**config.mk**
```make
export PLATFORM = sky130hd
export DESIGN_NAME = hci
export DESIGN_NICKNAME = d
export VERILOG_FILES = /design/src/logic/hci_csr_pkg.sv /design/src/logic/hci_pkg.sv /design/src/logic/hci.sv /design/src/logic/hci_csr.sv /design/src/logic/hci_resp_queue.sv /design/src/logic/hci_cmd_queue.sv /design/src/logic/hci_fifo.sv
export SDC_FILE = /design/constraint.sdc
export NUM_CORES = 1
export LEC_CHECK = 0
export BUFFER_PORTS_ARGS = -buffer_cell sky130_fd_sc_hd__buf_2
export CORE_MARGIN = 2
export CORE_UTILIZATION = 30
export CTS_CLUSTER_DIAMETER = 100
export DETAILED_ROUTE_END_ITERATION = 10
export GPL_TIMING_DRIVEN = 0
export SETUP_SLACK_MARGIN = 0.1
export SLEW_MARGIN = 25
export SYNTH_ARGS = -nofsm -noshare
export SYNTH_HDL_FRONTEND = slang
export SYNTH_SLANG_ARGS = --single-unit
```
**constraint.sdc**
```tcl
create_clock -name clk_i -period 23.3 [get_ports clk_i]
set_input_delay 1.165 -clock clk_i [delete_from_list [all_inputs] [get_ports clk_i]]
set_output_delay 1.165 -clock clk_i [all_outputs]
set_load 0.1 [all_outputs]
```
**src/logic/hci_csr_pkg.sv**
```systemverilog
// ==========================================================================
// CPU register map. Offsets are byte addresses, all accesses are full dwords
// ==========================================================================
package hci_csr_pkg;

  localparam int unsigned CsrAddrW = 12;
  localparam int unsigned CsrDataW = 32;

  typedef enum logic [CsrAddrW-1:0] {
    REG_RESET_CONTROL = 12'h000,
    REG_QUEUE_THLD    = 12'h004,
    REG_COMMAND_PORT  = 12'h008,  // Write only
    REG_RESPONSE_PORT = 12'h00C,  // Read only
    REG_QUEUE_STATUS  = 12'h010,
    REG_DEVICE_ADDR   = 12'h014
  } hci_reg_e;

  typedef struct packed {
    logic                req;
    logic                is_wr;
    logic [CsrAddrW-1:0] addr;
    logic [CsrDataW-1:0] wr_data;
  } csr_req_t;

  typedef struct packed {
    logic                rd_ack;
    logic                rd_err;
    logic [CsrDataW-1:0] rd_data;
    logic                wr_ack;
    logic                wr_err;
  } csr_rsp_t;

  // RESET_CONTROL
  localparam int unsigned RstCmdQueueBit  = 1;
  localparam int unsigned RstRespQueueBit = 2;
  // QUEUE_THLD
  localparam int unsigned ThldCmdLsb  = 0;
  localparam int unsigned ThldRespLsb = 8;
  // QUEUE_STATUS
  localparam int unsigned StatCmdFullBit   = 0;
  localparam int unsigned StatCmdEmptyBit  = 1;
  localparam int unsigned StatRespFullBit  = 2;
  localparam int unsigned StatRespEmptyBit = 3;
  localparam int unsigned StatCmdCountLsb  = 8;
  localparam int unsigned StatRespCountLsb = 16;
  // DEVICE_ADDR
  localparam int unsigned DevAddrLsb      = 0;
  localparam int unsigned DevAddrValidBit = 31;

endpackage : hci_csr_pkg

```
**src/logic/hci_pkg.sv**
```systemverilog
// ==========================================================================
// Queue-side widths and types. Queue depths must stay below 256 entries
// ==========================================================================
package hci_pkg;

  localparam int unsigned CmdDataW  = 64;  // Two command-port dwords
  localparam int unsigned RespDataW = 32;
  localparam int unsigned QueueCntW = 8;
  localparam int unsigned DevAddrW  = 7;

  // Which half of a command the next port write fills
  typedef enum logic {
    CMD_LOW  = 1'b0,
    CMD_HIGH = 1'b1
  } cmd_asm_e;

  typedef struct packed {
    logic                 full;
    logic                 empty;
    logic [QueueCntW-1:0] count;
    logic                 thld_trig;
  } queue_status_t;

  typedef struct packed {
    logic                rvalid;
    logic [CmdDataW-1:0] rdata;
  } ctrl_cmd_t;

  typedef struct packed {
    logic                 wvalid;
    logic [RespDataW-1:0] wdata;
  } ctrl_resp_t;

  // Address assignment strobes from the bus side
  typedef struct packed {
    logic                set_dasa;
    logic                rstdaa;
    logic                set_newda;
    logic [DevAddrW-1:0] addr;  // Shared by both set strobes
  } addr_upd_t;

endpackage : hci_pkg
```
**src/logic/hci.sv**
```systemverilog
// ==========================================================================
// Cut-down I3C HCI, command and response queues only. Depths below 256
// ==========================================================================
`timescale 1ns/10ps

module hci
  import hci_pkg::*;
  import hci_csr_pkg::*;
#(
  parameter int unsigned CmdDepth  = 8,
  parameter int unsigned RespDepth = 8
) (
  input  logic       clk_i,
  input  logic       rst_ni,

  // Software register access
  input  csr_req_t   csr_req_i,
  output csr_rsp_t   csr_rsp_o,

  // Controller side
  output ctrl_cmd_t  cmd_o,
  input  logic       cmd_rready_i,
  input  ctrl_resp_t resp_i,
  output logic       resp_wready_o,

  output logic       cmd_thld_trig_o,
  output logic       resp_thld_trig_o,

  input  addr_upd_t  addr_upd_i
);

  logic                 cmd_wr, cmd_ack;
  logic [CsrDataW-1:0]  cmd_wdata;
  logic                 resp_rd, resp_ack;
  logic [RespDataW-1:0] resp_data;
  logic                 cmd_flush, resp_flush;
  logic                 cmd_flush_done, resp_flush_done;
  logic [QueueCntW-1:0] cmd_thld, resp_thld;
  queue_status_t        cmd_status, resp_status;

  hci_csr csr_i (
    .clk_i,
    .rst_ni,
    .csr_req_i,
    .csr_rsp_o,
    .cmd_wr_o          (cmd_wr),
    .cmd_wdata_o       (cmd_wdata),
    .cmd_ack_i         (cmd_ack),
    .resp_rd_o         (resp_rd),
    .resp_ack_i        (resp_ack),
    .resp_data_i       (resp_data),
    .cmd_flush_o       (cmd_flush),
    .resp_flush_o      (resp_flush),
    .cmd_flush_done_i  (cmd_flush_done),
    .resp_flush_done_i (resp_flush_done),
    .cmd_thld_o        (cmd_thld),
    .resp_thld_o       (resp_thld),
    .cmd_status_i      (cmd_status),
    .resp_status_i     (resp_status),
    .addr_upd_i
  );

  hci_cmd_queue #(
    .Depth (CmdDepth)
  ) cmd_queue_i (
    .clk_i,
    .rst_ni,
    .flush_i      (cmd_flush),
    .port_wr_i    (cmd_wr),
    .port_data_i  (cmd_wdata),
    .port_ack_o   (cmd_ack),
    .thld_i       (cmd_thld),
    .cmd_o,
    .cmd_rready_i,
    .status_o     (cmd_status),
    .flush_done_o (cmd_flush_done)
  );

  hci_resp_queue #(
    .Depth (RespDepth)
  ) resp_queue_i (
    .clk_i,
    .rst_ni,
    .flush_i       (resp_flush),
    .resp_i,
    .resp_wready_o,
    .port_rd_i     (resp_rd),
    .port_ack_o    (resp_ack),
    .port_data_o   (resp_data),
    .thld_i        (resp_thld),
    .status_o      (resp_status),
    .flush_done_o  (resp_flush_done)
  );

  assign cmd_thld_trig_o  = cmd_status.thld_trig;
  assign resp_thld_trig_o = resp_status.thld_trig;

endmodule : hci

```
**src/logic/hci_csr.sv**
```systemverilog
// ==========================================================================
// One request in flight. Port accesses are acked by the queues, not here
// ==========================================================================
`timescale 1ns/10ps

module hci_csr
  import hci_pkg::*;
  import hci_csr_pkg::*;
(
  input  logic                 clk_i,
  input  logic                 rst_ni,

  input  csr_req_t             csr_req_i,
  output csr_rsp_t             csr_rsp_o,

  output logic                 cmd_wr_o,
  output logic [CsrDataW-1:0]  cmd_wdata_o,
  input  logic                 cmd_ack_i,

  output logic                 resp_rd_o,
  input  logic                 resp_ack_i,
  input  logic [RespDataW-1:0] resp_data_i,

  output logic                 cmd_flush_o,
  output logic                 resp_flush_o,
  input  logic                 cmd_flush_done_i,
  input  logic                 resp_flush_done_i,

  output logic [QueueCntW-1:0] cmd_thld_o,
  output logic [QueueCntW-1:0] resp_thld_o,

  input  queue_status_t        cmd_status_i,
  input  queue_status_t        resp_status_i,

  input  addr_upd_t            addr_upd_i
);

  hci_reg_e             reg_sel;
  logic                 port_acc, bad_acc, reg_wr;
  logic [CsrDataW-1:0]  rd_mux;

  logic                 cmd_rst_q, resp_rst_q;
  logic [QueueCntW-1:0] cmd_thld_q, resp_thld_q;
  logic [DevAddrW-1:0]  dyn_addr_q;
  logic                 addr_valid_q;

  logic                 rd_ack_q, rd_err_q, wr_ack_q, wr_err_q;
  logic [CsrDataW-1:0]  rd_data_q;

  assign reg_sel = hci_reg_e'(csr_req_i.addr);

  // Port accesses go straight to the queues
  assign cmd_wr_o    = csr_req_i.req && csr_req_i.is_wr && (reg_sel == REG_COMMAND_PORT);
  assign resp_rd_o   = csr_req_i.req && !csr_req_i.is_wr && (reg_sel == REG_RESPONSE_PORT);
  assign cmd_wdata_o = csr_req_i.wr_data;
  assign port_acc    = cmd_wr_o || resp_rd_o;

  always_comb begin
    rd_mux  = '0;
    bad_acc = 1'b0;
    case (reg_sel)
      REG_RESET_CONTROL: begin
        rd_mux[RstCmdQueueBit]  = cmd_rst_q;
        rd_mux[RstRespQueueBit] = resp_rst_q;
      end
      REG_QUEUE_THLD: begin
        rd_mux[ThldCmdLsb +: QueueCntW]  = cmd_thld_q;
        rd_mux[ThldRespLsb +: QueueCntW] = resp_thld_q;
      end
      REG_COMMAND_PORT:  bad_acc = !csr_req_i.is_wr;
      REG_RESPONSE_PORT: bad_acc = csr_req_i.is_wr;
      REG_QUEUE_STATUS: begin
        rd_mux[StatCmdFullBit]                = cmd_status_i.full;
        rd_mux[StatCmdEmptyBit]               = cmd_status_i.empty;
        rd_mux[StatRespFullBit]               = resp_status_i.full;
        rd_mux[StatRespEmptyBit]              = resp_status_i.empty;
        rd_mux[StatCmdCountLsb +: QueueCntW]  = cmd_status_i.count;
        rd_mux[StatRespCountLsb +: QueueCntW] = resp_status_i.count;
      end
      REG_DEVICE_ADDR: begin
        rd_mux[DevAddrLsb +: DevAddrW] = dyn_addr_q;
        rd_mux[DevAddrValidBit]        = addr_valid_q;
      end
      default: bad_acc = 1'b1;
    endcase
  end

  assign reg_wr = csr_req_i.req && csr_req_i.is_wr && !port_acc && !bad_acc;

  // Ack stage for plain registers and error responses
  always_ff @(posedge clk_i or negedge rst_ni) begin
    if (!rst_ni) begin
      rd_ack_q  <= 1'b0;
      rd_err_q  <= 1'b0;
      wr_ack_q  <= 1'b0;
      wr_err_q  <= 1'b0;
      rd_data_q <= '0;
    end else begin
      rd_ack_q  <= csr_req_i.req && !port_acc && !csr_req_i.is_wr;
      rd_err_q  <= csr_req_i.req && !port_acc && !csr_req_i.is_wr && bad_acc;
      wr_ack_q  <= csr_req_i.req && !port_acc && csr_req_i.is_wr;
      wr_err_q  <= csr_req_i.req && !port_acc && csr_req_i.is_wr && bad_acc;
      rd_data_q <= rd_mux;  // Zero on bad offsets
    end
  end

  always_ff @(posedge clk_i or negedge rst_ni) begin
    if (!rst_ni) begin
      cmd_rst_q   <= 1'b0;
      resp_rst_q  <= 1'b0;
      cmd_thld_q  <= '0;
      resp_thld_q <= '0;
    end else begin
      // Self-clearing once the queue reports the flush
      if (cmd_flush_done_i) cmd_rst_q <= 1'b0;
      if (resp_flush_done_i) resp_rst_q <= 1'b0;
      if (reg_wr && reg_sel == REG_RESET_CONTROL) begin
        if (csr_req_i.wr_data[RstCmdQueueBit]) cmd_rst_q <= 1'b1;
        if (csr_req_i.wr_data[RstRespQueueBit]) resp_rst_q <= 1'b1;
      end
      if (reg_wr && reg_sel == REG_QUEUE_THLD) begin
        cmd_thld_q  <= csr_req_i.wr_data[ThldCmdLsb +: QueueCntW];
        resp_thld_q <= csr_req_i.wr_data[ThldRespLsb +: QueueCntW];
      end
    end
  end

  // SETDASA over RSTDAA over SETNEWDA
  always_ff @(posedge clk_i or negedge rst_ni) begin
    if (!rst_ni) begin
      dyn_addr_q   <= '0;
      addr_valid_q <= 1'b0;
    end else if (addr_upd_i.set_dasa) begin
      dyn_addr_q   <= addr_upd_i.addr;
      addr_valid_q <= 1'b1;
    end else if (addr_upd_i.rstdaa) begin
      dyn_addr_q   <= '0;
      addr_valid_q <= 1'b0;
    end else if (addr_upd_i.set_newda) begin
      dyn_addr_q   <= addr_upd_i.addr;
      addr_valid_q <= 1'b1;
    end
  end

  assign cmd_flush_o  = cmd_rst_q;
  assign resp_flush_o = resp_rst_q;
  assign cmd_thld_o   = cmd_thld_q;
  assign resp_thld_o  = resp_thld_q;

  assign csr_rsp_o.rd_ack  = rd_ack_q || resp_ack_i;
  assign csr_rsp_o.rd_err  = rd_err_q;
  assign csr_rsp_o.rd_data = resp_ack_i ? resp_data_i : rd_data_q;
  assign csr_rsp_o.wr_ack  = wr_ack_q || cmd_ack_i;
  assign csr_rsp_o.wr_err  = wr_err_q;

endmodule : hci_csr

```
**src/logic/hci_resp_queue.sv**
```systemverilog
// ==========================================================================
// A read on an empty queue waits for the next response before it is acked
// ==========================================================================
`timescale 1ns/10ps

module hci_resp_queue
  import hci_pkg::*;
#(
  parameter int unsigned Depth = 8
) (
  input  logic                 clk_i,
  input  logic                 rst_ni,
  input  logic                 flush_i,

  input  ctrl_resp_t           resp_i,
  output logic                 resp_wready_o,

  input  logic                 port_rd_i,
  output logic                 port_ack_o,
  output logic [RespDataW-1:0] port_data_o,

  input  logic [QueueCntW-1:0] thld_i,
  output queue_status_t        status_o,
  output logic                 flush_done_o
);

  logic                 rd_pend_q, done_q, ack_q;
  logic [RespDataW-1:0] data_q;
  logic                 fifo_rvalid, pop;
  logic [RespDataW-1:0] fifo_rdata;

  assign pop = (port_rd_i || rd_pend_q) && fifo_rvalid && !flush_i;

  always_ff @(posedge clk_i or negedge rst_ni) begin
    if (!rst_ni) begin
      rd_pend_q <= 1'b0;
      done_q    <= 1'b0;
      ack_q     <= 1'b0;
      data_q    <= '0;
    end else begin
      done_q    <= flush_i && !done_q;
      rd_pend_q <= (port_rd_i || rd_pend_q) && !pop;  // Held until an entry shows up
      ack_q     <= pop;
      if (pop) data_q <= fifo_rdata;
    end
  end

  assign port_ack_o   = ack_q;
  assign port_data_o  = data_q;
  assign flush_done_o = done_q;

  hci_fifo #(
    .Depth      (Depth),
    .DataW      (RespDataW),
    .ThldOnFree (1'b0)
  ) fifo_i (
    .clk_i,
    .rst_ni,
    .flush_i,
    .wvalid_i (resp_i.wvalid),
    .wdata_i  (resp_i.wdata),
    .wready_o (resp_wready_o),
    .rvalid_o (fifo_rvalid),
    .rdata_o  (fifo_rdata),
    .rready_i (pop),
    .thld_i,
    .status_o
  );

endmodule : hci_resp_queue

```
**src/logic/hci_cmd_queue.sv**
```systemverilog
// ==========================================================================
// Two port dwords form one command, low dword first. Full queue stalls ack
// ==========================================================================
`timescale 1ns/10ps

module hci_cmd_queue
  import hci_pkg::*;
  import hci_csr_pkg::*;
#(
  parameter int unsigned Depth = 8
) (
  input  logic                 clk_i,
  input  logic                 rst_ni,
  input  logic                 flush_i,

  input  logic                 port_wr_i,
  input  logic [CsrDataW-1:0]  port_data_i,
  output logic                 port_ack_o,

  input  logic [QueueCntW-1:0] thld_i,

  output ctrl_cmd_t            cmd_o,
  input  logic                 cmd_rready_i,

  output queue_status_t        status_o,
  output logic                 flush_done_o
);

  cmd_asm_e            state_q;
  logic                pend_q;
  logic                done_q;
  logic [CsrDataW-1:0] pend_data_q;
  logic [CsrDataW-1:0] low_q;
  logic [CmdDataW-1:0] fifo_wdata;
  logic                fifo_wvalid, fifo_wready;

  assign fifo_wvalid = pend_q && (state_q == CMD_HIGH);
  assign fifo_wdata  = {pend_data_q, low_q};

  // Low half only needs the holding register
  assign port_ack_o = pend_q && !flush_i && ((state_q == CMD_LOW) || fifo_wready);

  always_ff @(posedge clk_i or negedge rst_ni) begin
    if (!rst_ni) begin
      state_q <= CMD_LOW;
      pend_q  <= 1'b0;
      done_q  <= 1'b0;
    end else begin
      done_q <= flush_i && !done_q;  // Single pulse per flush
      if (port_wr_i) begin
        pend_q <= 1'b1;
      end else if (port_ack_o) begin
        pend_q <= 1'b0;
      end
      if (flush_i) begin
        state_q <= CMD_LOW;
      end else if (port_ack_o) begin
        state_q <= (state_q == CMD_LOW) ? CMD_HIGH : CMD_LOW;
      end
    end
  end

  always_ff @(posedge clk_i) begin
    if (port_wr_i) pend_data_q <= port_data_i;
    if (port_ack_o && state_q == CMD_LOW) low_q <= pend_data_q;
  end

  assign flush_done_o = done_q;

  hci_fifo #(
    .Depth      (Depth),
    .DataW      (CmdDataW),
    .ThldOnFree (1'b1)
  ) fifo_i (
    .clk_i,
    .rst_ni,
    .flush_i,
    .wvalid_i (fifo_wvalid),
    .wdata_i  (fifo_wdata),
    .wready_o (fifo_wready),
    .rvalid_o (cmd_o.rvalid),
    .rdata_o  (cmd_o.rdata),
    .rready_i (cmd_rready_i),
    .thld_i,
    .status_o
  );

endmodule : hci_cmd_queue

```
**src/logic/hci_fifo.sv**
```systemverilog
// ==========================================================================
// Depth must be below 256. Flush wins over a push or pop in the same cycle
// ==========================================================================
`timescale 1ns/10ps

module hci_fifo
  import hci_pkg::*;
#(
  parameter int unsigned Depth      = 8,
  parameter int unsigned DataW      = 32,
  parameter bit          ThldOnFree = 1'b0  // Trigger on free slots, not on entries
) (
  input  logic                 clk_i,
  input  logic                 rst_ni,
  input  logic                 flush_i,

  input  logic                 wvalid_i,
  input  logic [DataW-1:0]     wdata_i,
  output logic                 wready_o,

  output logic                 rvalid_o,
  output logic [DataW-1:0]     rdata_o,
  input  logic                 rready_i,

  input  logic [QueueCntW-1:0] thld_i,
  output queue_status_t        status_o
);

  localparam int unsigned PtrW = (Depth > 1) ? $clog2(Depth) : 1;
  localparam logic [QueueCntW-1:0] DepthCnt = QueueCntW'(Depth);
  localparam logic [PtrW-1:0] LastPtr = PtrW'(Depth - 1);

  logic [DataW-1:0]     mem_q [Depth];
  logic [PtrW-1:0]      wr_ptr_q, rd_ptr_q;
  logic [QueueCntW-1:0] count_q;
  logic [QueueCntW-1:0] level, thld_eff;
  logic                 full, empty, push, pop;

  assign full  = (count_q == DepthCnt);
  assign empty = (count_q == '0);
  assign push  = wvalid_i && !full && !flush_i;
  assign pop   = rvalid_o && rready_i && !flush_i;

  assign wready_o = !full;
  assign rvalid_o = !empty;
  assign rdata_o  = mem_q[rd_ptr_q];

  always_ff @(posedge clk_i or negedge rst_ni) begin
    if (!rst_ni) begin
      wr_ptr_q <= '0;
      rd_ptr_q <= '0;
      count_q  <= '0;
    end else if (flush_i) begin
      wr_ptr_q <= '0;
      rd_ptr_q <= '0;
      count_q  <= '0;
    end else begin
      if (push) wr_ptr_q <= (wr_ptr_q == LastPtr) ? '0 : wr_ptr_q + 1'b1;
      if (pop) rd_ptr_q <= (rd_ptr_q == LastPtr) ? '0 : rd_ptr_q + 1'b1;
      if (push && !pop) begin
        count_q <= count_q + 1'b1;
      end else if (pop && !push) begin
        count_q <= count_q - 1'b1;
      end
    end
  end

  always_ff @(posedge clk_i) begin
    if (push) mem_q[wr_ptr_q] <= wdata_i;
  end

  // Threshold of 0 behaves as 1
  assign thld_eff = (thld_i == '0) ? QueueCntW'(1) : thld_i;
  assign level    = ThldOnFree ? (DepthCnt - count_q) : count_q;

  assign status_o.full      = full;
  assign status_o.empty     = empty;
  assign status_o.count     = count_q;
  assign status_o.thld_trig = (level >= thld_eff);

endmodule : hci_fifo

```
==> metrics.yaml, run 1 <==
run_status:
  status: "finished, final reports clean"
critical_path:
  rrSetupSlack_ps: 19360
  worstRegToRegCells: 13
  crit_path_max_fanout: 10
  critPathKind: "reg -> out"
  worstSetupEndpoint: "cmd_o[57]"
  critPathCaptureType: "output port"
  worstSetupStartpointType: "register"
  cp_data_arrival_time_ps: 3570
  r2r_start: "cmd_queue_i.fifo_i.count_q[0]"
  critPathLaunch: "cmd_queue_i.fifo_i.rd_ptr_q[1]"
  cp.required_ps: 22140
  rr_endpoint: "cmd_queue_i.fifo_i.count_q[7]"
finish:
  post-route-cell-area_mm2: 0.04432
  final_cell_mix: "832 x edfxtp_1, 264 x buf_2, 192 x mux4_2, 121 x dfrtp_1, 95 x clkbuf_16"
  syn_to_final_growth_pct: 19.72
  final_nets: 2385
  stdcell_count: 3955
  regArea_mm2: 0.02801
  final_layout_size_suffix_gt1_share_pct: 34.92
  fillers: 11250
  layout_commonest_cell: "edfxtp_1"
  multi_input_area_mm2: 0.008626
pwr:
  p_int_uw: 3206
  swShare_pct: 36.04
  ir_drop_uv: 148.2
  leakagePower_uw: 0.01532
  pwr-share-clk_pct: 29.7
  finalPower_uw: 5013
  power_density_mw_per_mm2: 113.1
  power_switching_uw: 1806
  seq_power_share_pct: 39.1
  comb_power_share_pct: 31.3
place:
  place_area_mm2: 0.04130
  dp_slack_ps: 18770
  dpl.hpwl_um: 66790
  dp.cells: 3785
  place.gp.congestion: 0.8126
  port_buffers: 193
timing:
  rsz0062_at_grt: "false"
  slew_headroom_pct: 34.44
  fmax_ghz: 0.2110
  finalCritPeriodShare_pct: 20.34
  hold_violations: 0
  setup_violations: 0
  min_period_ps: 4739
  max_slew.worst_pin.slew_ps: 983.4
  setup_ws_ps: 18560
  worst_clock_skew_ps: 37.61
  fin_setup_tns_ps: 0
  report.final.slew_viol_count: 0
grt:
  grt_max_degree: 89
  grt_overflow: 0
  first_global_vias: 19790
  antenna_found_initial: 30
  grtUsageTotal_pct: 14.67
  grt_pass1_wl_um: 136200
clock_tree:
  insertion_delay_ps: 660
  holdBufCountCts: 0
  clkTransAtPathRegs_ps: 60
  cts_made_buffers: 94
  cts_tree: "yes"
  cts_resized: 0
  htreeDepth: 3
  cts_max_path_buffers: 3
  clock-sinks: 953
  post_cts_buffers: 0
  root_buffer: "clkbuf_16"
synthesis:
  synth_edf_count: 832
  avgSynthCellArea_um2: 20.23
  yosysWarnings: 0
  synth-async-reset-ratio_pct: 12.70
  syn_nets: 1959
  synth_cell_types: 62
  ys_seq_area_share_pct: 75.67
  synth-main-ff-cell: "edfxtp_1"
  synthCells: 1830
  post_synth_instance_area_mm2: 0.03702
  ys_ff_latch: 953
drt:
  ant_nets: 0
  vias_per_cell: 4.896
  finalWirelength_um: 93550
  num_vias: 19360
  drt_iter0_markers: 1950
  firstDrtPassIters: 5
  drc: 0
  wl_per_cell_um: 23.65
floorplanning:
  core.rowCount: 128
  fp.dieW_um: 355.3
  core_mm2: 0.1222
  dieHeight_um: 355.3
  io_pins: 196
  dieArea_mm2: 0.1262
  initial_core_util_pct: 30.30
hold_path:
  hold_path_class: "in -> async"
job:
  maxCapViolCount: 0
[area by class of cell]
| type | instances | area share [%] |
|---|---|---|
| diodes | 2 | 0.01129 |
| plain buffers | 85 | 0.8441 |
| clock buffers | 122 | 5.638 |
| clock inverters | 46 | 1.169 |
| inverters | 32 | 0.2710 |
| multi-input cells | 760 | 19.46 |
| flip-flops and latches | 953 | 63.20 |
| well taps | 1625 | 4.587 |
| repair buffers | 330 | 4.816 |
[worst max-delay path, cell delays in order, from the launching register on]
cell      delay [ps]
dfrtp_1          450
clkbuf_1         630
clkbuf_1         800
mux4_2           410
mux2_2           310
buf_2            300
[registers in the layout, summed over array words and instances (netlist names), 7 cells and up]
register                     cells
cmd_queue_i.fifo_i.count_q       8
cmd_queue_i.fifo_i.mem_q       512
cmd_queue_i.low_q               32
cmd_queue_i.pend_data_q         32
csr_i.cmd_thld_o                 8
csr_i.dyn_addr_q                 7
csr_i.rd_data_q                 25
csr_i.resp_thld_o                8
resp_queue_i.fifo_i.count_q      8
resp_queue_i.fifo_i.mem_q      256
resp_queue_i.port_data_o        32
[power groups by stage]
stage               combinational [µW]  sequential (µW)  clock [µW]
finish                            1570             1960        1490
global route                      1650             1960        1580
CTS                               1590             1960        1520
detailed placement                1590             1990           0
global placement                  1550             2000           0
floorplan                         1240             1980           0
[synth_stat cells, types with 9 or more instances]
cell type / number / area, µm²
clkbuf_1: 49 / 183.9
o21ai_0: 69 / 345.3
nor2b_1: 10 / 62.56
a22o_1: 12 / 105.1
mux4_2: 192 / 4324
xnor2_1: 12 / 105.1
edfxtp_1: 832 / 24980
mux2i_1: 40 / 400.4
nand2_1: 88 / 330.3
mux2_2: 91 / 1025
dfrtp_1: 121 / 3028
and2_1: 15 / 93.84
nand3_1: 9 / 45.04
nor3_1: 16 / 80.08
inv_1: 31 / 116.4
a21oi_1: 20 / 100.1
nand2b_1: 12 / 75.07
nor2_1: 40 / 150.1
ha_1: 35 / 437.9
buf_2: 24 / 120.1
[through the flow]
stage / utilization, % / hold slack (ps)
floorplan: - / 388.3
global placement: 32.75 / 400.9
detailed placement: 33.80 / 418.9
finish: 36.27 / 360.9
CTS: 36.27 / 341.5
global route: 36.27 / 350.5
[worst min-delay path by stage]
stage | from | slack, ps | to
2_1_floorplan | cmd_queue_i.flush_done_o | 390 | cmd_queue_i.flush_done_o
3_3_place_gp | cmd_queue_i.flush_done_o | 400 | cmd_queue_i.flush_done_o
3_5_place_dp | resp_queue_i.flush_done_o | 420 | resp_queue_i.flush_done_o
4_1_cts | rst_ni | 340 | csr_i.dyn_addr_q[1]
5_1_grt | rst_ni | 350 | csr_i.dyn_addr_q[1]
6_report | rst_ni | 360 | csr_i.dyn_addr_q[1]
[routing by layer]
metal,vias up,GRT usage (%),part of all wire [%]
met4,42,3.483,2.0
met5,-,0,0.26
met2,762,23.15,47
met3,176,4.405,9.4
li1,8241,-,-
met1,10140,19.88,42
[cell families after synthesis]
kind of cell | Yosys count | synth area share, %
adders and majority gates | 37 | 1.291
xor gates and xnor gates | 17 | 0.4022
DFF | 953 | 75.67
and+or+nand+nor | 230 | 3.150
AOI/OAI and AO/OA | 151 | 2.579
muxes | 325 | 15.59
buffers and inverters | 117 | 1.321
(Power assumes the default switching activity.)
==> inputs of run 2 (changes only) <==
==> constraint.sdc (replaced) <==
create_clock -name clk_i -period 3.9 [get_ports clk_i]
set_input_delay 0.195 -clock clk_i [delete_from_list [all_inputs] [get_ports clk_i]]
set_output_delay 0.195 -clock clk_i [all_outputs]
set_load 0.1 [all_outputs]
==> run 2 against run 1 <==
Clock-buffer cell count is 5 lower. Die area did not move. Global-route usage rose by 0.15 points. Non-clock buffer count up 50. Sequential cell count unchanged. Largest power group unchanged. Via count about the same. Combinational power rose to 6.0 times the previous value. Sequential power grew to 6.0 times the previous value.
==> metrics.yaml, run 2 (synthesis results as in run 1) <==
timing:
  fin_setup_tns_ps: 0  # unchanged
  setup_ws_ps: 296.8  # was 18560 ps
  min_period_ps: 3603
  finalCritPeriodShare_pct: 92.39
  slew_headroom_pct: 37.27  # was 34.44%
  rsz0062_at_grt: "false"  # unchanged
  fmax_ghz: 0.2775
  setup_violations: 0  # unchanged
  report.final.slew_viol_count: 0  # unchanged
  hold_slack_ps: 53.05  # was 360.9 ps
  max_slew.worst_pin.slew_ps: 940.9  # was 983.4 ps
  hold_violations: 0  # unchanged
  worst_clock_skew_ps: 74.37  # was 37.61 ps
critical_path:
  r2r_start: "cmd_queue_i.fifo_i.count_q[5]"  # was cmd_queue_i.fifo_i.count_q[0]
  critPathKind: "reg -> out"  # unchanged
  cp_data_arrival_time_ps: 3410  # was 3570 ps
  worstSetupStartpointType: "register"  # unchanged
  rrSetupSlack_ps: 370  # was 19360 ps
  critPathCaptureType: "output port"  # unchanged
  worstRegToRegCells: 11  # was 13
  worstSetupEndpoint: "cmd_o[39]"  # was cmd_o[57]
  cp.required_ps: 3700  # was 22140 ps
  rr_endpoint: "cmd_queue_i.fifo_i.count_q[6]"  # was cmd_queue_i.fifo_i.count_q[7]
  critPathLaunch: "cmd_queue_i.fifo_i.rd_ptr_q[0]"  # was cmd_queue_i.fifo_i.rd_ptr_q[1]
  crit_path_max_fanout: 10  # unchanged
finish:
  largest_registers: "cmd_queue_i.fifo_i.mem_q: 512 flops, resp_queue_i.fifo_i.mem_q: 256 flops"  # unchanged
  syn_to_final_growth_pct: 23.12  # was 19.72%
  fillers: 11120  # was 11.25k
  registers.top_by_ff_count: "cmd_queue_i.fifo_i.mem_q"  # unchanged
  largest_reg_flops: 512  # unchanged
  layout_commonest_cell: "edfxtp_1"  # unchanged
  final_cell_mix: "832 x edfxtp_1, 219 x buf_2, 192 x mux4_2, 121 x dfrtp_1, 98 x clkbuf_16"  # was 832 x edfxtp_1, 264 x buf_2, 192 x mux4_2, 121 x dfrtp_1, 95 x clkbuf_16
  final_nets: 2436  # was 2385
  final_layout_size_suffix_gt1_share_pct: 33.77  # was 34.92%
grt:
  grt_pass1_wl_um: 137400  # was 136200 µm
  grt_overflow: 0  # unchanged
  antenna_found_initial: 22  # was 30
  grtUsageTotal_pct: 14.82  # was 14.67%
  first_global_vias: 20270  # was 19.79k
  grt_max_degree: 83  # was 89
drt:
  ant_nets: 0  # unchanged
  vias_per_cell: 4.819  # was 4.896
  num_vias: 19370  # was 19.36k
  firstDrtPassIters: 6  # was 5
  finalWirelength_um: 93900  # was 93550 µm
  drc: 0  # unchanged
  drt_iter0_markers: 1795  # was 1950
  wl_per_cell_um: 23.36  # was 23.65 µm
floorplanning:
  fp.dieW_um: 355.3  # unchanged
  dieHeight_um: 355.3  # unchanged
  core_mm2: 0.1222  # unchanged
  io_pins: 196  # unchanged
  initial_core_util_pct: 30.30  # unchanged
  core.rowCount: 128  # unchanged
  dieArea_mm2: 0.1262  # unchanged
clock_tree:
  insertion_delay_ps: 710  # was 660 ps
  cts_made_buffers: 95  # was 94
  htreeDepth: 3  # unchanged
  clock-sinks: 953  # unchanged
  cts_max_path_buffers: 3  # unchanged
  clkTransAtPathRegs_ps: 60  # about the same
  root_buffer: "clkbuf_16"  # unchanged
  cts_tree: "yes"  # unchanged
pwr:
  seq_power_share_pct: 38.7  # was 39.1%
  comb_power_share_pct: 31.2  # was 31.3%
  swShare_pct: 36.01  # was 36.04%
  pwr-share-clk_pct: 30.0  # was 29.7%
  power_switching_uw: 10910  # was 1806 µW
  finalPower_uw: 30290  # was 5013 µW
  p_int_uw: 19380  # was 3206 µW
  ir_drop_uv: 785.5  # was 148.2 µV
  leakagePower_uw: 0.01566  # was 0.01532 µW
  power_density_mw_per_mm2: 664.6  # was 113.1 mW/mm²
place:
  dpl.hpwl_um: 66000  # was 66790 µm
  place.gp.congestion: 0.8117  # was 0.8126
  port_buffers: 193  # unchanged
  dp_slack_ps: 58.42  # was 18770 ps
job:
  maxCapViolCount: 0  # unchanged
run_status:
  status: "finished, final reports clean"  # unchanged
hold_path:
  hold_path_class: "in -> reg"  # was in -> async
[run 2: cell types whose count changed in the layout (fill, tap and decap cells not counted), sizes merged]
cell | previous run | this run
diode | 2 | 5
clkbuf | 172 | 170
clkinvlp | 5 | 3
clkinv | 31 | 51
dlygate4sd3 | 0 | 92
bufinv | 7 | 6
buf | 365 | 320
[run 2: final cells by class]
| type | instances | area (µm²) | share of cell area (%) |
|---|---|---|---|
| Antenna cell | 5 | 12.51 | 0.02745 |
| Buffer | 85 | 382.9 | 0.8400 |
| Clock buffer | 117 | 2574 | 5.647 |
| Clock inverter | 63 | 590.6 | 1.296 |
| Inverter | 32 | 120.1 | 0.2635 |
| Multi-Input combinational cell | 760 | 8755 | 19.21 |
| Sequential cell | 953 | 28010 | 61.46 |
| Tap cell | 1625 | 2033 | 4.461 |
| Timing Repair Buffer | 380 | 3099 | 6.800 |
[run 2: repair_timing]
item / in CTS / in global routing
setup endpoints to repair: 16 / 48
endpoints found under the hold margin: 441 / 0
setup buffers: 0 / 2
pin swaps: 0 / 3
hold buffers: 93 / 0
gates cloned: 0 / 0
resized for setup: 3 / 20
[run 2: how the worst min path moves through the flow]
| stage | depth (start not counted) | end | slack [ps] | start |
|---|---|---|---|---|
| global placement | 1 | cmd_queue_i.pend_data_q[23] | 380 | csr_req_i[23] |
| floorplan | 0 | cmd_queue_i.fifo_i.count_q[0] | -100 | rst_ni |
| CTS | 3 | resp_queue_i.port_data_o[22] | 5 | rst_ni |
| detailed placement | 1 | resp_queue_i.port_data_o[19] | 110 | rst_ni |
| finish | 3 | csr_i.wr_ack_q | 50 | csr_req_i[36] |
| global route | 3 | csr_i.addr_valid_q | 40 | rst_ni |
[run 2: worst max-delay path, cell delays in order, from the launching register on]
cell and delay [ps]:
dfrtp_1 390, clkbuf_1 580, buf_2 530, mux4_2 560
mux2_2 340, buf_2 310
[run 2: power by group through the flow]
stage	clock, µW	combinational (µW)	sequential (µW)
after detailed placement	0	9480	11900
after global routing	9710	9960	11800
final	9100	9460	11700
after CTS	9300	9600	11700
after floorplan	0	7390	11800
after global placement	0	9230	11900
[run 2: per-layer routing]
metal	GRT usage (%)	wire, µm	vias to the layer above
met2	24.29	45330	661
met4	3.220	1712	22
met3	4.379	8462	133
li1	-	-	8374
met1	19.48	38260	10180
met5	0	145	-
[run 2: stage by stage]
stage	instances	area (µm²)	utilization, %
5_1_grt	4015	45570	37.29
6_report	4020	45580	37.30
4_1_cts	4013	45510	37.24
3_3_place_gp	3648	40130	32.84
3_5_place_dp	3740	41390	33.87
2_1_floorplan	1830	37140	-
